[src/rtl/memoryGame_cfg.svh]
// Width, round-count and timer constants that the memory game RTL includes
`ifndef MEMORYGAME_CFG_SVH
`define MEMORYGAME_CFG_SVH

// --------------------
// Sequence and rounds
// --------------------
`define ADDR_WIDTH 4
`define ROUNDS_LONG 16
`define ROUNDS_SHORT 8

// --------------------
// Timers in clock cycles
// --------------------
// Each shown color stays lit this long
`define SHOW_TICKS 4

// Time allowed per press
`define PLAY_TICKS_LONG 64
`define PLAY_TICKS_SHORT 32

`endif

[src/rtl/memoryGamePkg.sv]
// Shared types of the memory game for colors, FSM states and the control and status buses
package memoryGamePkg;

    // One-hot button or light color where zero means none
    typedef logic [3:0] color_t;

    // FSM states of the control unit
    typedef enum logic [3:0] {
        idle       = 4'h0,
        loadLevels = 4'h1,
        roundStart = 4'h2,
        show       = 4'h3,
        showWait   = 4'h4,
        showNext   = 4'h5,
        playStart  = 4'h6,
        playWait   = 4'h7,
        capture    = 4'h8,
        compare    = 4'h9,
        won        = 4'hA,
        nextPlay   = 4'hB,
        nextRound  = 4'hC,
        lost       = 4'hE,
        timedOut   = 4'hF
    } gameState_t;

    // Strobes from the control unit to the datapath
    typedef struct packed {
        logic clearAddress;
        logic countAddress;
        logic clearShow;
        logic countShow;
        logic clearRound;
        logic countRound;
        logic clearPlay;
        logic countPlay;
        logic capturePlay;
        logic clearPlayReg;
        logic loadLevels;
        logic showing;
    } controlBus_t;

    // Conditions from the datapath back to the control unit
    typedef struct packed {
        logic addressAtRound;
        logic showDone;
        logic playCorrect;
        logic lastRound;
        logic playExpired;
        logic addressAtZero;
    } statusBus_t;

    typedef enum logic [1:0] {
        none    = 2'd0,
        win     = 2'd1,
        loss    = 2'd2,
        timeout = 2'd3
    } outcome_t;

endpackage

[src/rtl/buttonDecoder.sv]
// Button front end that synchronizes the buttons and turns a new single press into a color pulse
module buttonDecoder (
    input  logic                  clock,
    input  logic                  reset,
    input  memoryGamePkg::color_t buttons,
    output logic                  pressValid,
    output memoryGamePkg::color_t pressColor
);

    import memoryGamePkg::*;

    color_t syncFirst;
    color_t syncSecond;
    color_t previous;
    logic   newPress;

    // --------------------
    // Synchronizer and edge flop
    // --------------------
    always_ff @(posedge clock or posedge reset) begin
        if (reset) begin
            syncFirst  <= '0;
            syncSecond <= '0;
            previous   <= '0;
        end else begin
            syncFirst  <= buttons;
            syncSecond <= syncFirst;
            previous   <= syncSecond;
        end
    end

    // From all released to exactly one button down
    assign newPress = (previous == '0) && $onehot(syncSecond);

    // Pulse output
    always_ff @(posedge clock or posedge reset) begin
        if (reset) begin
            pressValid <= 1'b0;
        end else begin
            pressValid <= newPress;
        end
    end

    // Color of the last accepted press held until the next one
    always_ff @(posedge clock) begin
        if (newPress) begin
            pressColor <= syncSecond;
        end
    end

endmodule

[src/rtl/gameControl.sv]
// Moore FSM that drives the memory game datapath strobes from the current state
module gameControl (
    input  logic                       clock,
    input  logic                       reset,
    input  logic                       start,
    input  logic                       pressValid,
    input  memoryGamePkg::statusBus_t  status,
    output memoryGamePkg::controlBus_t control,
    output memoryGamePkg::gameState_t  state
);

    import memoryGamePkg::*;

    gameState_t nextState;

    // --------------------
    // State register
    // --------------------
    always_ff @(posedge clock or posedge reset) begin
        if (reset) begin
            state <= idle;
        end else begin
            state <= nextState;
        end
    end

    // --------------------
    // Next state
    // --------------------
    always_comb begin
        nextState = idle;
        case (state)
            idle:       nextState = start ? loadLevels : idle;
            loadLevels: nextState = roundStart;
            roundStart: nextState = show;
            show:       nextState = showWait;
            showWait: begin
                if (!status.showDone) begin
                    nextState = showWait;
                end else if (status.addressAtRound) begin
                    // Last entry of this round has been shown
                    nextState = playStart;
                end else begin
                    nextState = showNext;
                end
            end
            showNext:   nextState = show;
            playStart:  nextState = playWait;
            playWait: begin
                if (status.playExpired) begin
                    nextState = timedOut;
                end else if (pressValid) begin
                    nextState = capture;
                end else begin
                    nextState = playWait;
                end
            end
            capture:    nextState = compare;
            compare: begin
                if (!status.playCorrect) begin
                    nextState = lost;
                end else if (!status.addressAtRound) begin
                    nextState = nextPlay;
                end else if (status.lastRound) begin
                    nextState = won;
                end else begin
                    nextState = nextRound;
                end
            end
            nextPlay:   nextState = playWait;
            nextRound:  nextState = roundStart;
            won:        nextState = start ? loadLevels : won;
            lost:       nextState = start ? loadLevels : lost;
            timedOut:   nextState = start ? loadLevels : timedOut;
            default:    nextState = idle;
        endcase
    end

    // --------------------
    // Moore outputs
    // --------------------
    always_comb begin
        control = '0;
        case (state)
            idle: begin
                control.clearPlayReg = 1'b1;
            end
            loadLevels: begin
                control.clearRound   = 1'b1;
                control.clearPlay    = 1'b1;
                control.clearPlayReg = 1'b1;
                control.loadLevels   = 1'b1;
            end
            roundStart: begin
                control.clearAddress = 1'b1;
            end
            show: begin
                control.clearShow = 1'b1;
                control.showing   = 1'b1;
            end
            showWait: begin
                control.countShow = 1'b1;
                control.showing   = 1'b1;
            end
            // Dark gap between two shown colors
            showNext: begin
                control.countAddress = 1'b1;
            end
            playStart: begin
                control.clearAddress = 1'b1;
                control.clearPlay    = 1'b1;
            end
            playWait: begin
                control.countPlay = 1'b1;
            end
            capture: begin
                control.capturePlay = 1'b1;
            end
            nextPlay: begin
                control.countAddress = 1'b1;
                control.clearPlay    = 1'b1;
            end
            nextRound: begin
                control.countRound = 1'b1;
            end
            default: begin
                control = '0;
            end
        endcase
    end

endmodule

[src/rtl/gameDatapath.sv]
// Memory game datapath with counters, timers, sequence table and press comparator
`include "memoryGame_cfg.svh"

module gameDatapath (
    input  logic                       clock,
    input  logic                       reset,
    input  memoryGamePkg::controlBus_t control,
    input  memoryGamePkg::color_t      pressColor,
    input  logic                       levelTime,
    input  logic                       levelLength,
    output memoryGamePkg::statusBus_t  status,
    output memoryGamePkg::color_t      shownColor,
    output logic [`ADDR_WIDTH-1:0]     roundIndex
);

    import memoryGamePkg::*;

    localparam int AW = `ADDR_WIDTH;
    localparam int SW = $clog2(`SHOW_TICKS);
    localparam int PW = $clog2(`PLAY_TICKS_LONG);

    logic [AW-1:0] address;
    logic [AW-1:0] round;
    logic [SW-1:0] showTimer;
    logic [PW-1:0] playTimer;
    logic          levelTimeReg;
    logic          levelLengthReg;
    color_t        playReg;
    color_t        expected;
    logic [AW-1:0] roundLimit;
    logic [PW-1:0] playLimit;

    // Color at address a is one-hot of (3a + 1) mod 4
    function automatic color_t colorAt(input logic [AW-1:0] a);
        logic [1:0] index;
        index = a[1:0] * 2'd3 + 2'd1;
        colorAt = color_t'(4'b0001 << index);
    endfunction

    // --------------------
    // Counters and timers
    // --------------------
    always_ff @(posedge clock or posedge reset) begin
        if (reset) begin
            address   <= '0;
            round     <= '0;
            showTimer <= '0;
            playTimer <= '0;
        end else begin
            if (control.clearAddress) begin
                address <= '0;
            end else if (control.countAddress) begin
                address <= address + 1'b1;
            end

            if (control.clearRound) begin
                round <= '0;
            end else if (control.countRound) begin
                round <= round + 1'b1;
            end

            if (control.clearShow) begin
                showTimer <= '0;
            end else if (control.countShow) begin
                showTimer <= showTimer + 1'b1;
            end

            if (control.clearPlay) begin
                playTimer <= '0;
            end else if (control.countPlay) begin
                playTimer <= playTimer + 1'b1;
            end
        end
    end

    // Levels sampled once per game
    always_ff @(posedge clock or posedge reset) begin
        if (reset) begin
            levelTimeReg   <= 1'b0;
            levelLengthReg <= 1'b0;
        end else if (control.loadLevels) begin
            levelTimeReg   <= levelTime;
            levelLengthReg <= levelLength;
        end
    end

    // Captured press
    always_ff @(posedge clock) begin
        if (control.clearPlayReg) begin
            playReg <= '0;
        end else if (control.capturePlay) begin
            playReg <= pressColor;
        end
    end

    // --------------------
    // Status
    // --------------------
    assign expected   = colorAt(address);
    assign roundLimit = levelLengthReg ? AW'(`ROUNDS_LONG - 1) : AW'(`ROUNDS_SHORT - 1);
    assign playLimit  = levelTimeReg ? PW'(`PLAY_TICKS_LONG - 1) : PW'(`PLAY_TICKS_SHORT - 1);

    assign status.addressAtRound = (address == round);
    assign status.showDone       = (showTimer == SW'(`SHOW_TICKS - 1));
    assign status.playCorrect    = (playReg == expected);
    assign status.lastRound      = (round == roundLimit);
    assign status.playExpired    = (playTimer == playLimit);
    assign status.addressAtZero  = (address == '0);

    assign shownColor = control.showing ? expected : '0;
    assign roundIndex = round;

endmodule

[src/rtl/gameResult.sv]
// Result stage that latches outcome and score at game end and drives the lights
`include "memoryGame_cfg.svh"

module gameResult (
    input  logic                      clock,
    input  logic                      reset,
    input  memoryGamePkg::gameState_t state,
    input  memoryGamePkg::color_t     shownColor,
    input  logic [`ADDR_WIDTH-1:0]    roundIndex,
    output memoryGamePkg::color_t     leds,
    output logic                      playerTurn,
    output logic                      won,
    output logic                      lost,
    output logic                      timedOut,
    output logic                      done,
    output logic [`ADDR_WIDTH:0]      score
);

    import memoryGamePkg::*;

    outcome_t outcome;

    always_ff @(posedge clock or posedge reset) begin
        if (reset) begin
            outcome <= none;
            score   <= '0;
            leds    <= '0;
        end else begin
            leds <= shownColor;
            case (state)
                memoryGamePkg::loadLevels: begin
                    outcome <= none;
                    score   <= '0;
                end
                // A win also completes the current round
                memoryGamePkg::won: begin
                    outcome <= win;
                    score   <= {1'b0, roundIndex} + 1'b1;
                end
                memoryGamePkg::lost: begin
                    outcome <= loss;
                    score   <= {1'b0, roundIndex};
                end
                memoryGamePkg::timedOut: begin
                    outcome <= timeout;
                    score   <= {1'b0, roundIndex};
                end
                default: begin
                    outcome <= outcome;
                end
            endcase
        end
    end

    assign playerTurn = (state == memoryGamePkg::playWait);
    assign won        = (outcome == win);
    assign lost       = (outcome == loss);
    assign timedOut   = (outcome == timeout);
    assign done       = (outcome != none);

endmodule

[src/rtl/memoryGame.sv]
// Top level of the memory game that wires decoder, control unit, datapath and result stage
`include "memoryGame_cfg.svh"

module memoryGame (
    input  logic                      clock,
    input  logic                      reset,
    input  logic                      start,
    input  memoryGamePkg::color_t     buttons,
    input  logic                      levelTime,
    input  logic                      levelLength,
    output memoryGamePkg::color_t     leds,
    output logic                      playerTurn,
    output logic                      won,
    output logic                      lost,
    output logic                      timedOut,
    output logic                      done,
    output logic [`ADDR_WIDTH:0]      score,
    output memoryGamePkg::gameState_t debugState
);

    import memoryGamePkg::*;

    logic                   pressValid;
    color_t                 pressColor;
    controlBus_t            control;
    statusBus_t             status;
    gameState_t             state;
    color_t                 shownColor;
    logic [`ADDR_WIDTH-1:0] roundIndex;

    // --------------------
    // Decode
    // --------------------
    buttonDecoder i_buttonDecoder (
        .clock      (clock),
        .reset      (reset),
        .buttons    (buttons),
        .pressValid (pressValid),
        .pressColor (pressColor)
    );

    // --------------------
    // Execute
    // --------------------
    gameControl i_gameControl (
        .clock      (clock),
        .reset      (reset),
        .start      (start),
        .pressValid (pressValid),
        .status     (status),
        .control    (control),
        .state      (state)
    );

    gameDatapath i_gameDatapath (
        .clock       (clock),
        .reset       (reset),
        .control     (control),
        .pressColor  (pressColor),
        .levelTime   (levelTime),
        .levelLength (levelLength),
        .status      (status),
        .shownColor  (shownColor),
        .roundIndex  (roundIndex)
    );

    // --------------------
    // Result
    // --------------------
    gameResult i_gameResult (
        .clock      (clock),
        .reset      (reset),
        .state      (state),
        .shownColor (shownColor),
        .roundIndex (roundIndex),
        .leds       (leds),
        .playerTurn (playerTurn),
        .won        (won),
        .lost       (lost),
        .timedOut   (timedOut),
        .done       (done),
        .score      (score)
    );

    assign debugState = state;

endmodule

[config.mk]
export PLATFORM = sky130hd
export DESIGN_NAME = memoryGame
export DESIGN_NICKNAME = d
export VERILOG_FILES = /design/src/rtl/memoryGamePkg.sv /design/src/rtl/buttonDecoder.sv /design/src/rtl/gameControl.sv /design/src/rtl/gameDatapath.sv /design/src/rtl/gameResult.sv /design/src/rtl/memoryGame.sv
export VERILOG_INCLUDE_DIRS = /design/src /design/src/rtl
export SDC_FILE = /design/constraint.sdc
export NUM_CORES = 1
export LEC_CHECK = 0
export BUFFER_PORTS_ARGS = -buffer_cell sky130_fd_sc_hd__buf_2
export CAP_MARGIN = 20
export CORE_ASPECT_RATIO = 0.7
export CORE_MARGIN = 8
export CORE_UTILIZATION = 50
export CTS_BUF_LIST = sky130_fd_sc_hd__clkbuf_16
export CTS_CLUSTER_DIAMETER = 80
export DETAILED_ROUTE_END_ITERATION = 12
export PLACE_DENSITY = 0.66
export SYNTH_ARGS = -nofsm -noshare
export SYNTH_HDL_FRONTEND = slang
export SYNTH_SLANG_ARGS = --single-unit
export TNS_END_PERCENT = 5
[constraint.sdc]
create_clock -name clock -period 7.4 [get_ports clock]
set_input_delay 1.11 -clock clock [delete_from_list [all_inputs] [get_ports clock]]
set_output_delay 1.11 -clock clock [all_outputs]
set_load 0.01 [all_outputs]
* Word-level counts from Yosys, hierarchy flattened
Index checks and enable logic that the tools add are counted.
** Cells by class
- Add/subtract/negate cells :: 9
- Multiply operators :: 1
- Eq/ne operators :: 23
- Shift operators :: 1
- Muxes and demuxes :: 36
- Reductions and logical operators :: 19
** Operator list (number)
- $mux W4 :: 14
- $pmux W4 S12 :: 1
- $eq A4 B4 Y1 const B :: 7
- $mux W6 :: 3
- $eq A4 B3 Y1 const B :: 4
- $reduce_or A2 Y1 :: 8
- $pmux W5 S3 :: 1
- $eq A4 B4 Y1 :: 3
- $mux W1 :: 12
- $reduce_bool A2 Y1 :: 5
- $add A4 B1 Y4 const B :: 2
- $eq A4 B2 Y1 const B :: 2
- $logic_not A4 Y1 :: 2
- $pmux W2 S4 :: 1
- $add A6 B1 Y6 const B :: 1
- $eq A2 B2 Y1 const B :: 3
- $eq A6 B6 Y1 :: 1
- $mux W2 :: 3
- $add A4 B1 Y5 const B :: 1
- $add A1 B1 Y2 :: 2
- $add A2 B1 Y2 const B :: 2
- $eq A4 B1 Y1 const B :: 1
- $reduce_bool A4 Y1 :: 1
- $shl A1 B2 Y4 const A :: 1
- 8 further kinds :: 8
** Word-level totals
- Flip-flop bits (word level) :: 54
- Output and inout bits :: 18

* Logic depth before layout (Yosys ltp)
Gate-level depths: netlist of run 1.
- Depth in word-level cells :: 6
- Depth in mapped cells :: 7

* Modules after synthesis
Synthesis of run 1 repeated with hierarchy kept, for this count alone.
** Second synthesis, totals
- Cell total of the unflattened synthesis :: 245
- Area total of the unflattened synthesis :: 2688.8 um^2
** By module, submodules not included
- gameDatapath :: times used 1, cells each 104, area each 1114.8 um^2
- gameResult :: times used 1, cells each 47, area each 543.0 um^2
- buttonDecoder :: times used 1, cells each 29, area each 529.3 um^2
- gameControl :: times used 1, cells each 65, area each 501.7 um^2

* Least setup slack after synthesis of run 1
Ideal clock, no wire load.
- Path type :: flip-flop to flip-flop
- Start :: register i_buttonDecoder.syncSecond[2]
- End :: register i_buttonDecoder.pressColor[0], enable pin
- Library setup time :: 0.379 ns
- Arrival :: 2.415 ns
- Data required time :: 7.021 ns
- Path slack :: 4.606 ns
- Stages on the path, launching flop included :: 6
- Clock period less this slack :: 2.794 ns
- Cells stage by stage :: dfrtp_1 -> ha_1 -> ha_1 -> fa_1 -> or4b_2 -> nor4_1
** On the way
- Longest elaborated chain between the ends :: 4
** RTL lines
- start, declared :: RTL line buttonDecoder.sv:13 : color_t syncSecond;
- start signal, assigned :: RTL line buttonDecoder.sv:27 : syncSecond <= syncFirst;
- $add A1 B1 Y2 (implied by the code) :: RTL line buttonDecoder.sv:33 : assign newPress = (previous == '0) && $onehot(syncSecond);
- $add A3 B3 Y3 (implied by the code) :: RTL line buttonDecoder.sv:33
- $eq A3 B1 Y1 :: RTL line buttonDecoder.sv:33
- $logic_and A1 B1 Y1 :: RTL line buttonDecoder.sv:33
- via i_buttonDecoder.newPress :: RTL line buttonDecoder.sv:15 : logic newPress;
- end signal, assigned :: RTL line buttonDecoder.sv:47 : pressColor <= syncSecond;
- end, declared :: RTL line buttonDecoder.sv:7 : output memoryGamePkg::color_t pressColor
The timed path passes the listed nets, and every way through them passes these cells.
A chain may end at the register's enable or synchronous reset.

* Worst setup path after layout of run 1
- Start :: register i_gameControl.state[0]
- End :: output port playerTurn
** On the way
- Longest elaborated chain between the ends :: 1
** RTL lines
- start, declared :: RTL line gameControl.sv:9 : output memoryGamePkg::gameState_t state
- start signal, assigned :: RTL line gameControl.sv:21 : state <= idle;
- start signal, assigned :: RTL line gameControl.sv:23 : state <= nextState;
- $eq A4 B3 Y1 :: RTL line gameResult.sv:55 : assign playerTurn = (state == memoryGamePkg::playWait);
- end, declared :: RTL line memoryGame.sv:12 : output logic playerTurn,
Every way passes these cells.

==> results of run 1 <==
registers in the layout (all words and copies together), names as in the netlist, 4 cells and up:
register	cells
i_buttonDecoder.syncSecond	4
i_gameResult.score	5
i_gameDatapath.roundIndex	4
i_gameDatapath.playTimer	6
i_buttonDecoder.previous	4
i_gameDatapath.playReg	4
i_buttonDecoder.pressColor	4
i_gameDatapath.address	4
i_gameResult.leds	4
i_buttonDecoder.syncFirst	4
i_gameControl.state	4
area by class of cell:
cell class / count / area, um2 / share of cell area
flip-flops and latches: 54 / 1351 / 0.4274
multi-input cells: 186 / 1349 / 0.4266
repair buffers: 30 / 172.7 / 0.05461
clock buffers: 5 / 125.1 / 0.03957
well taps: 75 / 93.84 / 0.02968
inverters: 11 / 41.29 / 0.01306
clock inverters: 3 / 28.78 / 0.009102
cell usage after synthesis (2+ instances only):
library cell and instances:
a21oi_1 18, a221oi_1 2, nor4_1 2, buf_2 6, or2_2 2, a31oi_1 5
dfrtp_1 46, and2_1 7, a21o_1 4, nand2_1 9, nor2b_1 4, o22ai_1 11
edfxtp_1 4, o211ai_1 2, mux2i_1 2, buf_4 8, o21ai_0 11, o21a_1 2
xor2_1 8, a22o_1 5, mux2_2 2, xnor2_1 7, dfxtp_1 4, nand2b_1 5
inv_1 9, a311oi_1 3, ha_1 10, nor3_1 5, and3_1 4, nand3_1 4
nor2_1 15, a222oi_1 2, nand4_1 5, a211oi_1 2
worst max-delay path: cells and delay by family, from the launching register on:
kind	cells	cell delay, ns
AND/OR/NAND/NOR	1	0.52
flip-flops	1	0.87
buffers and inverters	1	0.20
placed cells by master (no fill, tap or decap), drive strengths merged, types with 4 or more instances in the layout:
| cell type | Yosys | layout |
|---|---|---|
| buf | 15 | 30 |
| ha | 10 | 10 |
| nand4 | 6 | 6 |
| and3 | 4 | 4 |
| xnor2 | 7 | 7 |
| nand3 | 4 | 4 |
| nand2b | 5 | 5 |
| nand2 | 9 | 9 |
| dfxtp | 4 | 4 |
| inv | 10 | 12 |
| edfxtp | 4 | 4 |
| a22o | 5 | 5 |
| nor2b | 4 | 4 |
| nor2 | 15 | 15 |
| a21oi | 18 | 18 |
| o22ai | 11 | 11 |
| a31oi | 5 | 5 |
| xor2 | 8 | 8 |
| a21o | 4 | 4 |
| clkbuf | 2 | 5 |
| o21ai | 11 | 11 |
| nor3 | 5 | 5 |
| and2 | 7 | 7 |
| dfrtp | 46 | 46 |
through the flow:
step / hold WS [ns] / worst slack [ns]
after floorplan: 0.3312 / 4.606
final: 0.3501 / 4.389
after detailed placement: 0.3363 / 4.376
after CTS: 0.3531 / 4.395
after global routing: 0.3592 / 4.246
after global placement: 0.3332 / 4.452
routing by layer:
metal / vias up / GRT usage / part of all wire / wire (um)
li1: 1035 / - / - / -
met1: 1040 / 0.2058 / 0.48 / 2892
met3: 9 / 0.03638 / 0.066 / 391
met2: 69 / 0.2080 / 0.43 / 2575
met5: - / 0 / 0 / 0
met4: 0 / 0.06014 / 0.018 / 107
cells by family (layout without fill, tap and decap cells):
family,Yosys count,in the layout,share of synthesized area
muxes,5,5,0.01887
and+or+nand+nor,78,78,0.1746
DFF,54,54,0.4739
adders and majority gates,11,11,0.05090
AOI/OAI and AO/OA,77,77,0.1825
xor gates and xnor gates,15,15,0.04607
buffers and inverters,28,49,0.05309
final timing paths:
path / from / endpoint / slack, ns / cells after the start
max: i_gameControl.state[0]$_DFF_PP0_ / playerTurn / 4.39 / 2
min: i_buttonDecoder.syncFirst[3]$_DFF_PP0_ / i_buttonDecoder.syncSecond[3]$_DFF_PP0_ / 0.35 / 0
max reg2reg: i_buttonDecoder.syncSecond[2]$_DFF_PP0_ / i_buttonDecoder.pressColor[1]$_DFFE_PP_ / 4.40 / 5
min reg2reg: i_buttonDecoder.syncFirst[3]$_DFF_PP0_ / i_buttonDecoder.syncSecond[3]$_DFF_PP0_ / 0.35 / 0
max in group asynchronous: reset / i_gameControl.state[2]$_DFF_PP0_ / 6.21 / 3
min in group asynchronous: reset / i_buttonDecoder.syncFirst[3]$_DFF_PP0_ / 0.73 / 2
power breakdown:
part	internal, mW	total, mW	switching [mW]
Clock	0.130	0.243	0.114
Combinational	0.155	0.388	0.233
Sequential	0.333	0.384	0.0512
Total	0.618	1.02	0.398
==> reports/metrics.csv, run 1 <==
metric,value,unit
core_area,0.005612,mm2
cts.sinks,54,
crit_type,register to output pin,
pwr_density_cell,321.1,mW/mm2
hold_viol,0,
peakVddDrop,0.2120,mV
synth_top_area_share,0.4037,
setup_viol,0,
fin_cells,364,
post-route-drc-count,0,
critical_path_required,6.29,ns
netlist_top_cells_area,"dfrtp_1 40%, ha_1 4.4%, edfxtp_1 4.2%",
fin_setup_tns,0,ns
synth_area,0.002851,mm2
cts_resized,0,
num_vias,2153,
design_area,0.003162,mm2
die_h,79.19,um
post_route_cells_drive_above_1_share,0.1834,
fin_util,0.5634,
synth_ff_type,dfrtp_1,
total_leakage_power,1.433,nW
rsz0062_at_grt,false,
power,1.015,mW
numPortBuffers,26,
maxCapViolCount,0,
dp_cells,355,
cts_tree,done,
run_status,"complete, no violations",
clockBufferDepth,2,
ant_nets,0,
htree_levels,2,
crit_chain,"and4b_1, buf_2",
relSlewSlack,0.3872,
synth_area_per_cell,10.64,um2
fillers,502,
rows,23,
timing.final.crit_share,0.4069,
max_stage_delay,0.87,ns
path_clk_slew,0.07,ns
via_per_inst,5.915,
cpMaxStageDelayCell,dfrtp_1,
diodes,0,
end_kind,output pin,
max_slew.worst_pin.slew,0.9191,ns
cp.arrival,1.90,ns
die_area,0.008414,mm2
ys_seq_area_frac,0.4739,
ys_types,67,
nets,308,
top_level_ports,27,
grt_overflow_total,0,
hold_class,register to register,
cts_setup_buffers,0,
cts_buffers,5,
routed_wl,5.966,mm
die_w,106.3,um
cts_hold_buf,0,
synth-edff-count,4,
clock.fmax,0.3321,GHz
postPlaceCellArea,0.002988,mm2
worstSetupStartpointType,register,
fin_crit,3.011,ns
synth_cells,268,
synthArstFlopShare,0.8519,
dr.pass1.iters,4,
start_util,0.5081,
ys_ff_latch,54,
place.gp.congestion,0.8718,
dp_hpwl,4.163,mm
wire_per_inst,16.39,um
drt-initial-drc-count,139,
grt_pass1_vias,1971,
yosys_warnings,0,
clock_latency,0.30,ns
grt_max_degree,47,
syn_nets,288,
slew_violations,0,
skew,0.005638,ns
grtUsageTotal,0.1457,
grt_first_pass_wirelength,9.839,mm
synth_top_area_cell,dfrtp_1,
cts-root-buf,clkbuf_16,
antenna_found_initial,0,
area_growth,10.88,%
worst-path-max-fanout,26,
Power figures use the tool's default switching activity.
==> inputs of run 2 (changes only) <==
==> constraint.sdc (replaced) <==
create_clock -name clock -period 3.1 [get_ports clock]
set_input_delay 0.465 -clock clock [delete_from_list [all_inputs] [get_ports clock]]
set_output_delay 0.465 -clock clock [all_outputs]
set_load 0.01 [all_outputs]
==> reports/metrics.csv, run 2 (same netlist as run 1, synthesis figures left out) <==
metric,value,unit
dr.pass1.iters,4,
cts_tree,done,
timing.final.crit_share,0.8497,
cts-root-buf,clkbuf_16,
nets,311,
core_area,0.005612,mm2
cpMaxStageDelayCell,or4b_2,
cts_buffers,5,
total_leakage_power,1.448,nW
fin_crit,2.634,ns
max_slew.worst_pin.slew,0.9140,ns
start_util,0.5081,
grt_first_pass_wirelength,9.963,mm
cpLargestDelayFamily,adder cells,
clock.fmax,0.3797,GHz
hold_class,input port to asynchronous set/reset pin,
pwr_density_cell,780.2,mW/mm2
cts_resized,0,
hold_viol,0,
largest_reg_flops,6,
rsz0062_at_grt,false,
cts_setup_buffers,0,
wire_per_inst,16.15,um
crit_buf_inv,1,
crit_type,register to register,
post-route-drc-count,0,
run_status,"complete, no violations",
htree_levels,2,
grt_pass1_vias,1979,
num_vias,2143,
grt_overflow_total,0,
max_stage_delay,0.63,ns
fin_util,0.5703,
crit_chain,"ha_1, ha_1, fa_1, or4b_2, nor4_1, buf_4",
ant_nets,0,
slew_violations,0,
diodes,0,
dp_hpwl,4.205,mm
worst-path-max-fanout,5,
setup_viol,0,
relSlewSlack,0.3906,
clockBufferDepth,2,
grt_max_degree,47,
fin_setup_tns,0,ns
peakVddDrop,0.4120,mV
critical_path_required,3.12,ns
area_growth,12.24,%
most-common-layout-cells,"46 x dfrtp_1, 26 x buf_2, 18 x a21oi_1",
cp.arrival,2.65,ns
numPortBuffers,26,
die_area,0.008414,mm2
grtUsageTotal,0.1459,
reg_top3,"i_gameDatapath.playTimer: 6 flops, i_gameResult.score: 5 flops",
clock_latency,0.29,ns
top_level_ports,27,
worstSetupStartpointType,register,
post_route_cells_drive_above_1_share,0.1918,
maxCapViolCount,0,
die_h,79.19,um
regMostFlops,i_gameDatapath.playTimer,
cts.sinks,54,
path_clk_slew,0.07,ns
final_common_cell,dfrtp_1,
die_w,106.3,um
via_per_inst,5.839,
skew,0.005326,ns
antenna_found_initial,0,
rows,23,
routed_wl,5.927,mm
place.gp.congestion,0.8266,
cpMostUsedCell,ha_1,
drt-initial-drc-count,173,
cts_hold_buf,0,
end_kind,register,
==> run 2: changes by cell type in the layout (fill, tap and decap cells not counted) <==
cell        before  now
clkinvlp_4       0    2
inv_8            1    0
inv_6            1    0
buf_4            3    6
clkinv_4         1    0
bufinv_16        0    1
==> run 2: final cells by class <==
class,instances,area [um2]
fillers,482,2411
flip-flops and latches,54,1351
multi-input cells,186,1349
repair buffers,33,195.2
clock buffers,5,125.1
well taps,75,93.84
clock inverters,3,45.04
inverters,11,41.29
==> run 2: routing by layer <==
| metal | GRT usage | routed length (um) | vias to the layer above |
|---|---|---|---|
| li1 | - | - | 1036 |
| met1 | 0.2162 | 3031 | 1042 |
| met2 | 0.1968 | 2507 | 56 |
| met3 | 0.03719 | 293 | 9 |
| met4 | 0.05594 | 93 | 0 |
| met5 | 0 | 0 | - |
==> run 2: where the power goes <==
part / total, mW / leakage [nW] / switching, mW / internal (mW)
sequential: 0.944 / 0.668 / 0.149 / 0.795
clock: 0.638 / 0.0760 / 0.257 / 0.381
combinational: 0.915 / 0.704 / 0.532 / 0.384
==> run 2: final timing paths <==
path | endpoint | slack [ns] | cells after the start | start
setup reg to reg | i_buttonDecoder.pressColor[3]$_DFFE_PP_ | 0.47 | 6 | i_buttonDecoder.syncSecond[2]$_DFF_PP0_
hold / removal | i_gameDatapath.levelTimeReg$_DFFE_PP0P_ | 0.03 | 2 | reset
setup / recovery | i_buttonDecoder.pressColor[3]$_DFFE_PP_ | 0.47 | 6 | i_buttonDecoder.syncSecond[2]$_DFF_PP0_
min in group clock | i_buttonDecoder.syncFirst[2]$_DFF_PP0_ | 0.27 | 1 | buttons[2]
hold reg to reg | i_buttonDecoder.syncSecond[1]$_DFF_PP0_ | 0.35 | 0 | i_buttonDecoder.syncFirst[1]$_DFF_PP0_
max in group asynchronous | i_gameDatapath.address[0]$_DFFE_PP0P_ | 2.63 | 3 | reset
==> run 2: through the flow <==
stage | instances | power (mW) | setup WS, ns | area [um2] | hold slack (ns)
CTS | 366 | 2.508 | 0.4594 | 3181 | 0.2665
detailed placement | 358 | 1.862 | 0.4641 | 3010 | 0.3363
global route | 367 | 2.645 | 0.3858 | 3201 | 0.03463
finish | 367 | 2.497 | 0.4660 | 3201 | 0.02871
global placement | 358 | 1.842 | 0.5233 | 3010 | 0.3323
floorplan | 268 | 1.664 | 0.3059 | 2851 | 0.3312
